**src/source/uart_defs.svh**
```systemverilog
`ifndef UART_DEFS_SVH
`define UART_DEFS_SVH

// clock cycles per bit, 9600 baud at 12 MHz
`define UART_BAUD_DIV 16'd1250

// entries in each of the rx and tx queues, power of two
`define UART_FIFO_DEPTH 32

// 8N1 frame
`define UART_DATA_BITS 8

// receive line synchronizer depth
`define UART_SYNC_STAGES 3

`endif

```
**src/source/uart_pkg.sv**
```systemverilog
`default_nettype none

`include "uart_defs.svh"

package uart_pkg;

    typedef logic [`UART_DATA_BITS-1:0] byte_t;
    typedef logic [31:0]                word_t;      // bus data word
    typedef logic [15:0]                baud_cnt_t;  // bit period counter
    typedef logic [3:0]                 bit_cnt_t;   // bits within a frame
    typedef logic [1:0]                 irq_t;       // {tx full, rx available}

    typedef enum logic [1:0] {
        RX_IDLE,
        RX_START,
        RX_DATA,
        RX_STOP
    } rx_state_e;

    typedef enum logic [1:0] {
        TX_IDLE,
        TX_START,
        TX_DATA,
        TX_STOP
    } tx_state_e;

endpackage

`default_nettype wire

```
**src/source/sync_fifo.sv**
```systemverilog
`timescale 1ns/1ps
`default_nettype none

`include "uart_defs.svh"

module sync_fifo #(
    parameter int unsigned WIDTH = `UART_DATA_BITS,
    parameter int unsigned DEPTH = `UART_FIFO_DEPTH
) (
    input  logic             clk_i,
    input  logic             rst_ni,
    input  logic [WIDTH-1:0] wdata_i,
    input  logic             we_i,
    input  logic             re_i,
    output logic [WIDTH-1:0] rdata_o,
    output logic             full_o,
    output logic             empty_o
);

    localparam int unsigned AW = $clog2(DEPTH);

    logic [WIDTH-1:0] mem_q [DEPTH];
    logic [AW:0]      wptr_q;   // extra msb tells full from empty
    logic [AW:0]      rptr_q;
    logic             push;
    logic             pop;

    assign push = we_i && !full_o;
    assign pop  = re_i && !empty_o;

    always_ff @(posedge clk_i) begin
        if (push) begin
            mem_q[wptr_q[AW-1:0]] <= wdata_i;
        end
    end

    always_ff @(posedge clk_i or negedge rst_ni) begin
        if (!rst_ni) begin
            wptr_q <= '0;
            rptr_q <= '0;
        end else begin
            if (push) begin
                wptr_q <= wptr_q + 1'b1;
            end
            if (pop) begin
                rptr_q <= rptr_q + 1'b1;
            end
        end
    end

    assign empty_o = (wptr_q == rptr_q);
    assign full_o  = (wptr_q[AW] != rptr_q[AW]) &&
                     (wptr_q[AW-1:0] == rptr_q[AW-1:0]);

    assign rdata_o = mem_q[rptr_q[AW-1:0]];  // show-ahead head entry

endmodule

`default_nettype wire

```
**src/source/uart.sv**
```systemverilog
`timescale 1ns/1ps
`default_nettype none

`include "uart_defs.svh"

module uart
    import uart_pkg::*;
#(
    parameter int unsigned BAUD_DIV = `UART_BAUD_DIV
) (
    input  logic  clk_i,
    input  logic  rst_ni,
    input  logic  uart_rx_i,
    input  logic  uart_we_i,
    input  logic  uart_re_i,
    input  word_t uart_tx_wdata_i,
    output word_t uart_rx_rdata_o,
    output logic  uart_tx_o,
    output irq_t  uart_irq_o,
    input  logic  uart_ce_i,
    input  logic  uart_req_i,
    output logic  uart_gnt_o
);

    byte_t rx_byte;
    logic  rx_valid;
    byte_t rx_fifo_data;
    logic  rx_fifo_full;
    logic  rx_fifo_empty;
    logic  rx_push;
    logic  rx_pop;

    byte_t tx_fifo_data;
    logic  tx_fifo_full;
    logic  tx_fifo_empty;
    logic  tx_push;
    logic  tx_pop;

    assign rx_push = rx_valid && !rx_fifo_full;  // byte lost when queue is full
    assign rx_pop  = uart_re_i && !rx_fifo_empty;
    assign tx_push = uart_we_i && !tx_fifo_full;

    uart_rx #(
        .BAUD_DIV (BAUD_DIV)
    ) rx_i (
        .clk_i      (clk_i),
        .rst_ni     (rst_ni),
        .rx_i       (uart_rx_i),
        .rx_byte_o  (rx_byte),
        .rx_valid_o (rx_valid)
    );

    sync_fifo #(
        .WIDTH ($bits(byte_t)),
        .DEPTH (`UART_FIFO_DEPTH)
    ) rx_fifo (
        .clk_i   (clk_i),
        .rst_ni  (rst_ni),
        .wdata_i (rx_byte),
        .we_i    (rx_push),
        .re_i    (rx_pop),
        .rdata_o (rx_fifo_data),
        .full_o  (rx_fifo_full),
        .empty_o (rx_fifo_empty)
    );

    sync_fifo #(
        .WIDTH ($bits(byte_t)),
        .DEPTH (`UART_FIFO_DEPTH)
    ) tx_fifo (
        .clk_i   (clk_i),
        .rst_ni  (rst_ni),
        .wdata_i (uart_tx_wdata_i[`UART_DATA_BITS-1:0]),
        .we_i    (tx_push),
        .re_i    (tx_pop),
        .rdata_o (tx_fifo_data),
        .full_o  (tx_fifo_full),
        .empty_o (tx_fifo_empty)
    );

    uart_tx #(
        .BAUD_DIV (BAUD_DIV)
    ) tx_i (
        .clk_i        (clk_i),
        .rst_ni       (rst_ni),
        .fifo_data_i  (tx_fifo_data),
        .fifo_empty_i (tx_fifo_empty),
        .fifo_pop_o   (tx_pop),
        .tx_o         (uart_tx_o)
    );

    assign uart_rx_rdata_o = word_t'(rx_fifo_data);  // zero-extended head
    assign uart_irq_o      = {tx_fifo_full, !rx_fifo_empty};
    assign uart_gnt_o      = uart_req_i && uart_ce_i;

endmodule

`default_nettype wire

```
**src/source/uart_rx.sv**
```systemverilog
`timescale 1ns/1ps
`default_nettype none

`include "uart_defs.svh"

module uart_rx
    import uart_pkg::*;
#(
    parameter int unsigned BAUD_DIV = `UART_BAUD_DIV
) (
    input  logic  clk_i,
    input  logic  rst_ni,
    input  logic  rx_i,
    output byte_t rx_byte_o,
    output logic  rx_valid_o
);

    localparam int unsigned NSYNC = `UART_SYNC_STAGES;
    localparam baud_cnt_t   HALF  = baud_cnt_t'(BAUD_DIV / 2 - 1);
    localparam baud_cnt_t   FULL  = baud_cnt_t'(BAUD_DIV - 1);
    localparam bit_cnt_t    LAST  = bit_cnt_t'(`UART_DATA_BITS - 1);

    logic [NSYNC-1:0] sync_q;
    logic             rx_s;
    logic             rx_fall;
    rx_state_e        state_q;
    baud_cnt_t        cnt_q;
    bit_cnt_t         bit_cnt_q;
    byte_t            shift_q;
    logic             tick;

    always_ff @(posedge clk_i or negedge rst_ni) begin
        if (!rst_ni) begin
            sync_q <= '1;  // idle line is high
        end else begin
            sync_q <= {sync_q[NSYNC-2:0], rx_i};
        end
    end

    // last stage only serves the edge detect
    assign rx_s    = sync_q[NSYNC-2];
    assign rx_fall = sync_q[NSYNC-1] && !rx_s;

    // mid-bit sample point
    assign tick = (state_q != RX_IDLE) && (cnt_q == '0);

    always_ff @(posedge clk_i or negedge rst_ni) begin
        if (!rst_ni) begin
            state_q    <= RX_IDLE;
            cnt_q      <= HALF;
            bit_cnt_q  <= '0;
            rx_valid_o <= 1'b0;
        end else begin
            rx_valid_o <= 1'b0;
            if (state_q == RX_IDLE) begin
                cnt_q <= HALF;  // half period to the start bit middle
            end else if (tick) begin
                cnt_q <= FULL;
            end else begin
                cnt_q <= cnt_q - 1'b1;
            end

            case (state_q)
                RX_IDLE: begin
                    if (rx_fall) begin
                        state_q <= RX_START;
                    end
                end
                RX_START: begin
                    if (tick) begin
                        bit_cnt_q <= '0;
                        state_q   <= rx_s ? RX_IDLE : RX_DATA;  // high means glitch
                    end
                end
                RX_DATA: begin
                    if (tick) begin
                        bit_cnt_q <= bit_cnt_q + 1'b1;
                        if (bit_cnt_q == LAST) begin
                            state_q <= RX_STOP;
                        end
                    end
                end
                default: begin
                    if (tick) begin
                        rx_valid_o <= rx_s;  // low stop bit drops the frame
                        state_q    <= RX_IDLE;
                    end
                end
            endcase
        end
    end

    always_ff @(posedge clk_i) begin
        if (tick && state_q == RX_DATA) begin
            shift_q <= {rx_s, shift_q[$bits(byte_t)-1:1]};  // lsb first
        end
    end

    assign rx_byte_o = shift_q;

endmodule

`default_nettype wire

```
**src/source/uart_tx.sv**
```systemverilog
`timescale 1ns/1ps
`default_nettype none

`include "uart_defs.svh"

module uart_tx
    import uart_pkg::*;
#(
    parameter int unsigned BAUD_DIV = `UART_BAUD_DIV
) (
    input  logic  clk_i,
    input  logic  rst_ni,
    input  byte_t fifo_data_i,
    input  logic  fifo_empty_i,
    output logic  fifo_pop_o,
    output logic  tx_o
);

    localparam baud_cnt_t FULL = baud_cnt_t'(BAUD_DIV - 1);
    localparam bit_cnt_t  LAST = bit_cnt_t'(`UART_DATA_BITS);

    baud_cnt_t cnt_q;
    tx_state_e state_q;
    bit_cnt_t  bit_cnt_q;   // data bits already on the line
    byte_t     shift_q;
    logic      tx_q;
    logic      tick;
    logic      load;

    assign tick = (cnt_q == FULL);

    always_ff @(posedge clk_i or negedge rst_ni) begin
        if (!rst_ni) begin
            cnt_q <= '0;
        end else begin
            cnt_q <= tick ? '0 : cnt_q + 1'b1;  // free running
        end
    end

    // a new frame may follow the stop bit directly
    assign load = tick && !fifo_empty_i && (state_q == TX_IDLE || state_q == TX_STOP);

    always_ff @(posedge clk_i or negedge rst_ni) begin
        if (!rst_ni) begin
            state_q   <= TX_IDLE;
            bit_cnt_q <= '0;
            tx_q      <= 1'b1;
        end else if (load) begin
            state_q <= TX_START;
            tx_q    <= 1'b0;  // start bit
        end else if (tick) begin
            case (state_q)
                TX_START: begin
                    tx_q      <= shift_q[0];
                    bit_cnt_q <= bit_cnt_t'(1);
                    state_q   <= TX_DATA;
                end
                TX_DATA: begin
                    if (bit_cnt_q == LAST) begin
                        tx_q    <= 1'b1;  // stop bit
                        state_q <= TX_STOP;
                    end else begin
                        tx_q      <= shift_q[0];
                        bit_cnt_q <= bit_cnt_q + 1'b1;
                    end
                end
                default: begin
                    state_q <= TX_IDLE;
                end
            endcase
        end
    end

    always_ff @(posedge clk_i) begin
        if (load) begin
            shift_q <= fifo_data_i;
        end else if (tick && (state_q == TX_START || state_q == TX_DATA)) begin
            shift_q <= shift_q >> 1;
        end
    end

    assign fifo_pop_o = load;
    assign tx_o       = tx_q;

endmodule

`default_nettype wire

```
**config.mk**
```make
export PLATFORM = sky130hd
export DESIGN_NAME = uart
export DESIGN_NICKNAME = d
export VERILOG_FILES = /design/src/source/uart_pkg.sv /design/src/source/sync_fifo.sv /design/src/source/uart.sv /design/src/source/uart_rx.sv /design/src/source/uart_tx.sv
export VERILOG_INCLUDE_DIRS = /design/src /design/src/source
export SDC_FILE = /design/constraint.sdc
export NUM_CORES = 1
export LEC_CHECK = 0
export CAP_MARGIN = 10
export CORE_ASPECT_RATIO = 1.25
export CORE_MARGIN = 4
export CORE_UTILIZATION = 45
export CTS_CLUSTER_SIZE = 10
export DETAILED_ROUTE_END_ITERATION = 6
export DONT_BUFFER_PORTS = 1
export PLACE_DENSITY = 0.72
export SLEW_MARGIN = 20
export SYNTH_ARGS = -nofsm -noshare
export SYNTH_HDL_FRONTEND = slang
export SYNTH_SLANG_ARGS = --single-unit
```
**constraint.sdc**
```tcl
create_clock -name clk_i -period 2.45 [get_ports clk_i]
set_clock_uncertainty 0.05 [all_clocks]
set_input_delay 0 -clock clk_i [delete_from_list [all_inputs] [get_ports clk_i]]
set_output_delay 0 -clock clk_i [all_outputs]
set_load 0.02 [all_outputs]
```
Word level (Yosys, flattened, before mapping)
Memory sizes are Yosys's and may differ from the RTL's. Cells that the tools add are included.

Multiplexer cells: 31. Bitwise gates (word level): 1. Add/subtract/negate cells: 8. Eq/ne operators: 20. Reductions and logical operators: 39.

Operator list (count): $mux 16 (3); $add 6x1->6 const B (4); $mux 2 (9); $add 16x1->16 const B (1); $eq 16x11->1 const B (1); $logic_and 1x1->1 (16); $logic_not 16->1 (1); $mux 8 (2); $pmux 4 s2 (2); $sub 16x1->16 const B (1); $eq 6x6->1 (2); $mux 4 (3); $reduce_bool 2->1 (6); $eq 5x5->1 (2); $mux 1 (9); $add 4x1->4 const B (2); $ne 2x1->1 const B (4); $eq 2x2->1 const B (3); $pmux 2 s3 (1); $logic_not 1->1 (5); $reduce_and 5->1 (1); $eq 2x1->1 const B (2); $eq 4x3->1 const B (1); $eq 4x4->1 const B (1); 13 further kinds (17).

Memory bits (writable): 512. Register bits after elaboration: 89. Memories kept: 2. Logic and storage cells: 116. Output and inout port bits: 36.

Memory list: rx_fifo.mem_q (depth 32, bits a word 8, read ports 1, clocked after Yosys merged registers in 0, wr ports 1, RTL line sync_fifo.sv:22) `logic [WIDTH-1:0] mem_q [DEPTH];`; tx_fifo.mem_q (depth 32, bits a word 8, read ports 1, clocked after Yosys merged registers in 0, wr ports 1, RTL line sync_fifo.sv:22).

Longest topological paths before layout
Gate-level depths: netlist (run 1).

Depth in word-level cells: 7. Gate-level depth with buffers: 9. Mapped depth without buffers: 7.

By module
Synthesis (run 1) repeated with hierarchy kept, for this count alone.

Cells, all modules: 1244. Area, all modules: 24428.4 µm².

Modules (own cells, without submodules): sync_fifo (tx_fifo) (area each 10531.4 µm², cells an instance 472, sequential area each 7987.7 µm², instances 1); sync_fifo (rx_fifo) (area each 10530.1 µm², cells an instance 472, sequential area each 7987.7 µm², instances 1); uart_tx (area each 1601.5 µm², cells an instance 140, sequential area each 817.0 µm², instances 1); uart_rx (area each 1530.2 µm², cells an instance 129, sequential area each 899.6 µm², instances 1); uart (area each 235.2 µm², cells an instance 31, sequential area each 0.0 µm², instances 1).

Least setup slack after synthesis (run 1)
Ideal clock, no wire load.

Path type: reg2reg. Start point: reg rx_fifo.rptr_q[0]. End point: mem rx_fifo.mem_q[11][0] (netlist bit) (enable). Slack: 0.061 ns. Buffers on the path: 3. Data arrival time: 1.969 ns. Cell stages (with the launch flop): 9. Clock period less this slack: 2.389 ns. Path through: dfrtp_1 -> clkbuf_1 -> buf_6 -> xor2_1 -> or3_1 -> o31a_1 -> clkbuf_1 -> nand2_1 -> nor2_1.

Cells in the longest elaborated chain, start to end: 7.

Ends and longest elaborated chain: start: declaration (RTL line sync_fifo.sv:24) `logic [AW:0] rptr_q;`; start signal: assignment (RTL line sync_fifo.sv:46) `rptr_q <= rptr_q + 1'b1;`; $eq 5x5->1 * (RTL line sync_fifo.sv:53) `(wptr_q[AW-1:0] == rptr_q[AW-1:0]);`; $logic_and 1x1->1 * (RTL line sync_fifo.sv:52) `assign full_o = (wptr_q[AW] != rptr_q[AW]) &&`; $logic_not 1->1 * (RTL line sync_fifo.sv:28, uart.sv:39); $logic_and 1x1->1 (RTL line uart.sv:39) `assign rx_push = rx_valid && !rx_fifo_full;`; $logic_and 1x1->1 * (RTL line sync_fifo.sv:28) `assign push = we_i && !full_o;`; $mux 1 * (RTL line sync_fifo.sv:32) `if (push) begin`; $mux 1 (not written as such) * (RTL line sync_fifo.sv:33) `mem_q[wptr_q[AW-1:0]] <= wdata_i;`; end: declaration (RTL line sync_fifo.sv:22).

Mark *: on every way between the ends. The rest lies on a longest branch, timed or not.

Worst setup path in the final report (run 1)
Start point: reg rx_fifo.rptr_q[0]. End point: out uart_rx_rdata_o[6].

Cells in the longest elaborated chain, start to end: 1.

Ends and longest elaborated chain: $mem_v2 32x8; end: declaration (RTL line uart.sv:17) `output word_t uart_rx_rdata_o,`.

No other way between the ends.

==> impl_results.md, run 1 <==
* Hold Crit Start: uart_ce_i
* Clk sinks at about 600
* Largest fanout of any net on the critical path at 8
* Violated checks: negative setup slack
* Signal arrival time at the worst endpoint at between 2000 and 3000 ps
* Crit path buffers/inverters at 2
* Max incr delay on CP at 550 ps
* Synth area leaders: sky130_fd_sc_hd__edfxtp_1 (65%), sky130_fd_sc_hd__mux4_2 (11%), sky130_fd_sc_hd__dfrtp_1 (6.7%)
* Static power due to leakage at just over 0.009 uW
* Family of cells with the greatest summed delay on the critical path: multiplexers
* Number of antenna violations at the first check in global routing at 0
* Minimum setup slack in the final design at -338 ps
* Final weighted congestion of routability-driven global placement at around 0.8
* Netlist area before placement at between 20,000 and 25,000 sq um
* Mean number of vias per cell at 5.47
* Clock-pin slew of the registers on the worst-case setup and hold paths at ~60 ps
* Worst setup slack after placement at -73.3 ps
* Max-capacitance violation count at 0
* Overall die width at between 200 and 250 microns
* Setup CP Type: register to primary output
* Post-synthesis average cell area at 18.3 sq um
* Proportion of netlist area held by the largest area contributor at approximately two thirds
* Routing layer with the top usage in global route: met2
* Met2 track demand over resource at between 20% and 30%
* Root buf cell: sky130_fd_sc_hd__clkbuf_16
* Sequential share of the synthesized area at between 70 and 80%
* Unrepaired setup endpoints after global routing: yes
* List of most frequent post-synthesis cells: sky130_fd_sc_hd__edfxtp_1 (528), sky130_fd_sc_hd__mux4_2 (117), sky130_fd_sc_hd__nor2_1 (94)
* Register area at around 18,000 sq um
* Iter 0 DRT Violations at 1,031
* Number of enable flip-flop cells after synthesis at 528
* Cell-by-cell listing of the critical path: buf_6, buf_12, mux4_2, mux4_2, mux2_4
* Number of buffers on the longest clock path at 3
* Synth-to-Final Area Change at 16.5%
* Most Frequent Cell on Critical Path: sky130_fd_sc_hd__mux4_2
* Insertion delay of the later-clocked pin in the worst-skew pair at 600 ps
* DIE HEIGHT at between 200 and 300 microns
* Peak supply drop at slightly below 0.7 mV
* Total negative slack at -2520 ps
* Tcrit/Tclk final at 114%
* Number of top-level pins at between 70 and 80
* Standard-cell rows at 95
* Post-route antenna net violation count at 0
* Flip-flop and latch count after synthesis at between 600 and 700
* Fraction of layout cells with a size suffix above 1 at between 20% and 30%
* Antenna diode count at 0
* Post-synthesis instance total at approximately 1,300
* Warnings, synthesis at 0
* Startpoint of the lowest-slack register-to-register path: rx_fifo.rptr_q[0]$_DFFE_PN0P_
* Core Footprint at 53,700 sq um
* Final-report hold violation count at 0
* Class of the worst hold path: primary input to primary output
* Power per unit of standard cell area at approximately 900 nW/um^2
* Final-report max-slew violation count at 0
* Final critical-path required period at 2790 ps
* Router iterations before antenna repair at 5
* Number of fillers in the final layout at 4,211
* DRC violations left at 0
* Largest net degree at the start of global routing at 66
* Data required time of the critical path at ~2400 ps
* Setup violation total in the final timing report at 8
* Crit. End Element: primary output
* Area leader, netlist: sky130_fd_sc_hd__edfxtp_1
* Total Routed Length at 48,400 microns
* # H-tree levels at 3
* Slew of the pin with the lowest slew margin at 1070 ps
* Via count of the first global-routing pass at between 10,000 and 15,000
* Met1 usage in global routing at a little over a fifth
* Proportion of synthesized flip-flops having asynchronous set or reset at between 10% and 20%
* Number of CTS-inserted buffers at between 70 and 80
* Final routed wire length divided by cell count at between 20 and 25 microns
* Total power consumption of the routed design at 26,200 uW
* Initial core utilization at around 45%
* Met3 Usage GRT at under 10%
* Nature of the critical path startpoint: register
* # nets final at roughly 1,500
* First-pass GRT wire length at around 75,000 microns
* Area of the multi-input gates at 6520 sq um
* Highest achievable clock rate at approximately 360 MHz
* Run status: finished, violations left
* Count leader, synth: sky130_fd_sc_hd__edfxtp_1
* Die Area at between 50,000 and 60,000 sq um
* Max-slew headroom at the worst pin at roughly 28%
* Post-DP HPWL at roughly 30,000 microns
* DR vias at 12,100
* Distinct cell type count after synthesis at between 60 and 70
* Overflow left after global routing at 0
* Total global routing track utilization at 16.8%
* Source of the critical timing path: rx_fifo.rptr_q[0]$_DFFE_PN0P_
* Post-synth top flop: sky130_fd_sc_hd__edfxtp_1
* CTS tree: yes
* Port Buffer Count at 0
* Master of the slowest instance on the critical path: sky130_fd_sc_hd__mux4_2
stage by stage:
step	hold WS [ps]	utilization (%)	instances	instance area, sq um
detailed placement	-340	47.7	2076	25600
CTS	138	52.4	2210	28100
finish	136	52.8	2215	28400
global route	146	52.8	2215	28400
floorplan	-346	-	1353	24500
global placement	-340	47.7	2076	25600
worst register-to-register path: stages, from the launching register on:
cell and delay [ps]:
sky130_fd_sc_hd__dfrtp_4 500, sky130_fd_sc_hd__buf_6 160, sky130_fd_sc_hd__xor2_1 200, sky130_fd_sc_hd__or3_1 130
sky130_fd_sc_hd__o31a_1 360, sky130_fd_sc_hd__nand2_4 260, sky130_fd_sc_hd__nor2_2 420
logic make-up after synthesis:
group                      after synthesis  synth area share [%]
adders and majority gates               23                  1.18
AOI/OAI and AO/OA                      115                  3.30
and+or+nand+nor                        238                  4.81
buffers and inverters                  109                  2.31
muxes                                  189                  13.9
xor gates and xnor gates                54                  1.94
DFF                                    601                  72.6
other                                    1                0.0154
path summary, 6_finish.rpt:
kind	to	slack, ps	cells past startpoint
setup / recovery	uart_rx_rdata_o[6]	-340	5
hold / removal	uart_gnt_o	140	1
setup reg to reg	rx_fifo.mem_q[20][1]$_DFFE_PP_	30	6
hold reg to reg	rx_i.sync_q[1]$_DFF_PN1_	300	0
max in group asynchronous	tx_fifo.rptr_q[1]$_DFFE_PN0P_	1450	4
min in group asynchronous	rx_i.cnt_q[6]$_DFF_PN1_	520	3
layout make-up:
| cell class | instances | area share, % |
|---|---|---|
| clock inverters | 7 | 0.238 |
| repair buffers | 118 | 4.32 |
| flip-flops and latches | 601 | 62.4 |
| clock buffers | 98 | 6.65 |
| multi-input cells | 643 | 23.0 |
| well taps | 727 | 3.20 |
| inverters | 21 | 0.278 |
power by group:
group          internal, uW  switching [uW]  total, uW  leakage, uW
registers             11500             222      11800      0.00566
clock network          5320            3790       9110     0.000944
logic                  2600            2740       5340      0.00272
cell usage in the layout (no fill, tap or decap), types with 23 or more instances in the layout:
master,synthesis,routed
sky130_fd_sc_hd__dfrtp_1,65,61
sky130_fd_sc_hd__mux4_2,117,117
sky130_fd_sc_hd__clkbuf_16,0,74
sky130_fd_sc_hd__a21oi_1,28,28
sky130_fd_sc_hd__nor2_1,94,61
sky130_fd_sc_hd__conb_1,1,24
sky130_fd_sc_hd__nor2_4,0,31
sky130_fd_sc_hd__edfxtp_1,528,528
sky130_fd_sc_hd__nand2_1,44,38
sky130_fd_sc_hd__ha_1,23,23
sky130_fd_sc_hd__clkbuf_1,35,26
sky130_fd_sc_hd__buf_4,28,78
sky130_fd_sc_hd__xnor2_1,40,40
sky130_fd_sc_hd__mux2i_1,55,55
sequential cells by signal, summed over array words and instances, names as in the netlist, 2 cells and up:
name / count
rx_fifo.wptr_q: 6
rx_i.state_q: 2
tx_fifo.rptr_q: 6
tx_i.bit_cnt_q: 4
tx_i.cnt_q: 16
rx_fifo.mem_q: 256
tx_fifo.mem_q: 256
rx_i.bit_cnt_q: 4
rx_i.sync_q: 3
tx_i.state_q: 2
tx_fifo.wptr_q: 6
rx_i.rx_byte_o: 8
rx_i.cnt_q: 16
rx_fifo.rptr_q: 6
tx_i.shift_q: 8
timing repair:
action / 4_1_cts / 5_1_grt
setup endpoints to repair: 120 / 388
hold buffers: 22 / 1
cloned: 3 / 4
setup buffers: 4 / 5
pin swaps: 0 / 3
endpoints found under the hold margin: 347 / 32
gates resized for setup: 43 / 48
routing by layer:
layer | wire length (microns) | up-vias | share of wire (%)
li1 | - | 5469 | -
met5 | 0 | - | 0
met3 | 2580 | 101 | 5.3
met4 | 1490 | 0 | 3.1
met2 | 25500 | 339 | 53
met1 | 18800 | 6217 | 39
No activity file was read; power rests on OpenSTA's default activity.
==> inputs of run 2 (changes only) <==
Settings changed: SKIP_CTS_REPAIR_TIMING from default to 1.
==> impl_results.md, run 2 (synthesized netlist as in run 1, its figures left out) <==
* Run status: finished, violations left
* Data required time of the critical path at ~2400 ps
* Minimum setup slack in the final design at -405 ps
* Nature of the critical path startpoint: register
* Most frequent cells in the layout: sky130_fd_sc_hd__edfxtp_1 (528), sky130_fd_sc_hd__mux4_2 (117), sky130_fd_sc_hd__buf_4 (82), sky130_fd_sc_hd__clkbuf_16 (75)
* Slew of the pin with the lowest slew margin at between 1000 and 1500 ps
* Most common cell after layout, fill and taps aside: sky130_fd_sc_hd__edfxtp_1
* Router iterations before antenna repair at 5
* Max-slew headroom at the worst pin at just under 30%
* Fraction of layout cells with a size suffix above 1 at 25.2%
* Final-report max-slew violation count at 0
* Tcrit/Tclk final at 117%
* Last element of the critical path: uart_rx_rdata_o[6]
* Setup CP Type: register to primary output
* Power per unit of standard cell area at 927 nW/um^2
* First-pass GRT wire length at roughly 74,000 microns
* Total Routed Length at approximately 48,000 microns
* Root buf cell: sky130_fd_sc_hd__clkbuf_16
* CTS tree: yes
* Number of CTS-inserted buffers at 71
* Standard-cell rows at 95
* Largest net degree at the start of global routing at 74
* Synth-to-Final Area Change at 16.1%
* Hold Path Depth at 1
* Total negative slack at -3050 ps
* Post-route antenna net violation count at 0
* Crit. End Element: primary output
* Final critical-path required period at 2850 ps
* Overflow left after global routing at 0
* # nets final at roughly 1,500
* DRC violations left at 0
* Highest achievable clock rate at 350 MHz
* Setup violation total in the final timing report at 8
* Class of the worst hold path: primary input to primary output
* Total global routing track utilization at between 10% and 20%
* Largest fanout of any net on the critical path at 8
* Final-report hold violation count at 0
* Number of fillers in the final layout at around 4,200
* Final worst hold slack at between 100 and 150 ps
* Final weighted congestion of routability-driven global placement at about 0.79
* Insertion delay of the later-clocked pin in the worst-skew pair at about 600 ps
* Initial core utilization at 45.4%
* Mean number of vias per cell at approximately 5.5
* Clk sinks at between 600 and 700
* Source of the critical timing path: rx_fifo.rptr_q[0]$_DFFE_PN0P_
* Via count of the first global-routing pass at between 10,000 and 15,000
* Antenna diode count at 0
* # H-tree levels at 3
* Core Footprint at between 50,000 and 60,000 sq um
* Capture instance of the worst register-to-register path: rx_fifo.mem_q[9][2]$_DFFE_PP_
* Cell depth of the worst flop-to-flop path at 5
* Post-DP HPWL at slightly below 30,000 microns
* Signal arrival time at the worst endpoint at 2800 ps
* Violated checks: negative setup slack
* Final routed wire length divided by cell count at 21.9 microns
* Static power due to leakage at approximately 0.0093 uW
* Max-capacitance violation count at 0
* Peak supply drop at between 0.6 and 0.7 mV
* Unrepaired setup endpoints after global routing: yes
* DR vias at 12,200
* Number of buffers on the longest clock path at 3
* Number of antenna violations at the first check in global routing at 0
* Clock-pin slew of the registers on the worst-case setup and hold paths at ~60 ps
* Number of top-level pins at between 70 and 80
* Startpoint of the lowest-slack register-to-register path: rx_fifo.rptr_q[0]$_DFFE_PN0P_
* Final core utilization at a little over half
* Iter 0 DRT Violations at 1,040
* Port Buffer Count at 0
* Die Area at about 58,000 sq um
* DIE HEIGHT at about 270 microns
* Register-to-register setup slack at roughly 60 ps
* Overall die width at roughly 220 microns
==> run 2: cell count changes in the layout (fill, tap and decap cells not counted), sizes merged <==
| cell | change |
|---|---|
| clkbuf | +1 |
==> run 2: area by class of cell <==
cell class | count | area (sq um) | area share, %
Clock buffer | 98 | 1890 | 6.67
Clock inverter | 7 | 67.6 | 0.239
Inverter | 21 | 78.8 | 0.279
Multi-Input combinational cell | 643 | 6400 | 22.6
Sequential cell | 601 | 17700 | 62.6
Tap cell | 727 | 910 | 3.21
Timing Repair Buffer | 119 | 1250 | 4.43
==> run 2: report_power, final <==
group	internal (uW)	switching, uW	total [uW]
sequential	11500	232	11800
clock	5320	3790	9110
combinational	2610	2740	5350
==> run 2: worst min path at each step <==
| stage | startpoint | endpoint | slack (ps) |
|---|---|---|---|
| 2_1_floorplan | rst_ni | rx_fifo.rptr_q[0]$_DFFE_PN0P_ | -350 |
| 3_3_place_gp | rst_ni | tx_i.cnt_q[5]$_DFF_PN0_ | -340 |
| 3_5_place_dp | rst_ni | tx_i.cnt_q[5]$_DFF_PN0_ | -340 |
| 4_1_cts | rst_ni | rx_i.cnt_q[3]$_DFF_PN0_ | -980 |
| 5_1_grt | uart_ce_i | uart_gnt_o | 150 |
| 6_report | uart_ce_i | uart_gnt_o | 140 |
==> run 2: critical path, cell delays in order, from the launching register on <==
cell and delay, ps:
sky130_fd_sc_hd__dfrtp_4 480, sky130_fd_sc_hd__buf_12 150, sky130_fd_sc_hd__buf_16 150, sky130_fd_sc_hd__mux4_2 550, sky130_fd_sc_hd__mux4_2 540, sky130_fd_sc_hd__mux2_4 330
==> run 2: through the flow <==
| stage | instance area, sq um | setup WS, ps | cells | power [uW] |
|---|---|---|---|---|
| 2_1_floorplan | 24500 | 60.6 | 1353 | 15400 |
| 3_3_place_gp | 25600 | -75.4 | 2076 | 16500 |
| 3_5_place_dp | 25600 | -73.3 | 2076 | 16600 |
| 4_1_cts | 27600 | -464 | 2181 | 25700 |
| 5_1_grt | 28300 | -449 | 2216 | 27300 |
| 6_report | 28300 | -405 | 2216 | 26200 |
==> run 2: layer usage <==
metal / wire length [microns] / track usage [%] / vias to the layer above
met5: 0 / 0 / -
met4: 1410 / 6.30 / 0
met3: 2760 / 3.27 / 99
met2: 25600 / 28.9 / 396
met1: 18700 / 20.4 / 6196
li1: - / - / 5477
==> inputs of run 3 (changes only) <==
Settings changed: CORE_MARGIN 4 to 5, PLACE_DENSITY 0.72 to default, PLACE_DENSITY_LB_ADDON from default to 0.2, TNS_END_PERCENT from default to 30.
==> impl_results.md, run 3 (synthesized netlist as in run 1, its figures left out) <==
* Synth-to-Final Area Change at 16.9%
* Minimum setup slack in the final design at -383 ps
* # H-tree levels at 3
* DIE HEIGHT at between 200 and 300 microns
* Core Footprint at roughly 54,000 sq um
* Number of CTS-inserted buffers at 71
* Standard-cell rows at between 90 and 100
* Number of top-level pins at 75
* Setup CP Type: register to primary output
* Clk sinks at 601
* Insertion delay of the later-clocked pin in the worst-skew pair at 610 ps
* Highest achievable clock rate at between 300 and 400 MHz
* Overall die width at ~220 microns
* Cell-by-cell listing of the critical path: buf_12, clkbuf_16, mux4_2, mux4_2, mux2_4
* Crit path buffers/inverters at 2
* DRC violations left at 0
* Fraction of layout cells with a size suffix above 1 at approximately 25%
* Family of cells with the greatest summed delay on the critical path: multiplexers
* Overflow left after global routing at 0
* Nature of the critical path startpoint: register
* CTS tree: yes
* Peak supply drop at between 0.6 and 0.7 mV
* Most frequent cells in the layout: sky130_fd_sc_hd__edfxtp_1 (528), sky130_fd_sc_hd__mux4_2 (117), sky130_fd_sc_hd__buf_4 (78), sky130_fd_sc_hd__clkbuf_16 (77), sky130_fd_sc_hd__nor2_1 (65)
* Final-report max-slew violation count at 0
* Final routed wire length divided by cell count at approximately 23 microns
* Total Routed Length at roughly 50,000 microns
* Signal arrival time at the worst endpoint at about 2800 ps
* Initial core utilization at 45.4%
* Total global routing track utilization at about 17%
* Setup violation total in the final timing report at 8
* Slew of the pin with the lowest slew margin at 706 ps
* Total negative slack at -2970 ps
* Router iterations before antenna repair at 5
* Post-route antenna net violation count at 0
* Worst setup slack after placement at 49.5 ps
* Violated checks: negative setup slack
* Final critical-path required period at 2830 ps
* Tcrit/Tclk final at 116%
* Class of the worst hold path: primary input to primary output
* Max-slew headroom at the worst pin at a little over half
* Via count of the first global-routing pass at between 10,000 and 15,000
* Unrepaired setup endpoints after global routing: yes
* Number of buffers on the longest clock path at 3
* Mean number of vias per cell at ~5.4
* Clock-pin slew of the registers on the worst-case setup and hold paths at approximately 50 ps
* Master of the slowest instance on the critical path: sky130_fd_sc_hd__mux4_2
* Max incr delay on CP at about 530 ps
* Iter 0 DRT Violations at a little under 900
* Power per unit of standard cell area at about 940 nW/um^2
* Post-DP HPWL at roughly 32,000 microns
* Most common cell after layout, fill and taps aside: sky130_fd_sc_hd__edfxtp_1
* Crit. End Element: primary output
* Data required time of the critical path at ~2400 ps
* Largest net degree at the start of global routing at 74
* Antenna diode count at 0
* Port Buffer Count at 0
* Run status: finished, violations left
* Final-report hold violation count at 0
* DR vias at 12,100
* First-pass GRT wire length at between 70,000 and 80,000 microns
* Number of antenna violations at the first check in global routing at 0
* Largest fanout of any net on the critical path at 9
* Max-capacitance violation count at 0
* Most Frequent Cell on Critical Path: sky130_fd_sc_hd__mux4_2
* Final weighted congestion of routability-driven global placement at 0.791
* Root buf cell: sky130_fd_sc_hd__clkbuf_16
* Static power due to leakage at roughly 0.0094 uW
* Die Area at 58,900 sq um
* # nets final at roughly 1,500
* Number of fillers in the final layout at about 4,300
## run 3: final cells by class
class / instances / area (sq um) / area share (%)
well taps: 727 / 910 / 3.19
flip-flops and latches: 601 / 17700 / 62.1
inverters: 21 / 78.8 / 0.277
clock buffers: 108 / 1950 / 6.83
repair buffers: 126 / 1420 / 4.97
clock inverters: 9 / 130 / 0.457
multi-input cells: 643 / 6310 / 22.2
## run 3: per-layer routing
metal  global-route usage, %  routed length [microns]
met2                    30.3                    27200
met1                    21.4                    20000
met3                    2.93                     1950
met4                    6.10                     1600
met5                       0                        0
## run 3: final timing paths
path / startpoint / end / slack (ps) / cells after the start
setup / recovery: rx_fifo.rptr_q[0]$_DFFE_PN0P_ / uart_rx_rdata_o[6] / -380 / 5
hold / removal: uart_ce_i / uart_gnt_o / 140 / 1
setup reg to reg: tx_fifo.rptr_q[0]$_DFFE_PN0P_ / tx_fifo.mem_q[14][0]$_DFFE_PP_ / 110 / 6
hold reg to reg: rx_i.sync_q[0]$_DFF_PN1_ / rx_i.sync_q[1]$_DFF_PN1_ / 310 / 0
max in group asynchronous: rst_ni / rx_i.rx_valid_o$_DFF_PN0_ / 1410 / 4
min in group asynchronous: rst_ni / tx_i.bit_cnt_q[1]$_DFFE_PN0P_ / 430 / 3
## run 3: stage by stage
stage	area (sq um)	total power (uW)	util, %	instances	hold slack, ps
6_report	28500	26700	53.0	2235	137
4_1_cts	27800	26400	51.7	2200	-1000
3_3_place_gp	25700	16800	47.8	2082	-341
3_5_place_dp	25700	16800	47.8	2083	-341
5_1_grt	28500	27800	53.0	2235	147
2_1_floorplan	24500	15400	-	1353	-346
## run 3: power breakdown
| group | internal, uW | switching [uW] |
|---|---|---|
| Sequential | 11500 | 210 |
| Combinational | 2620 | 2820 |
| Clock | 5590 | 3910 |
| Total | 19700 | 6930 |
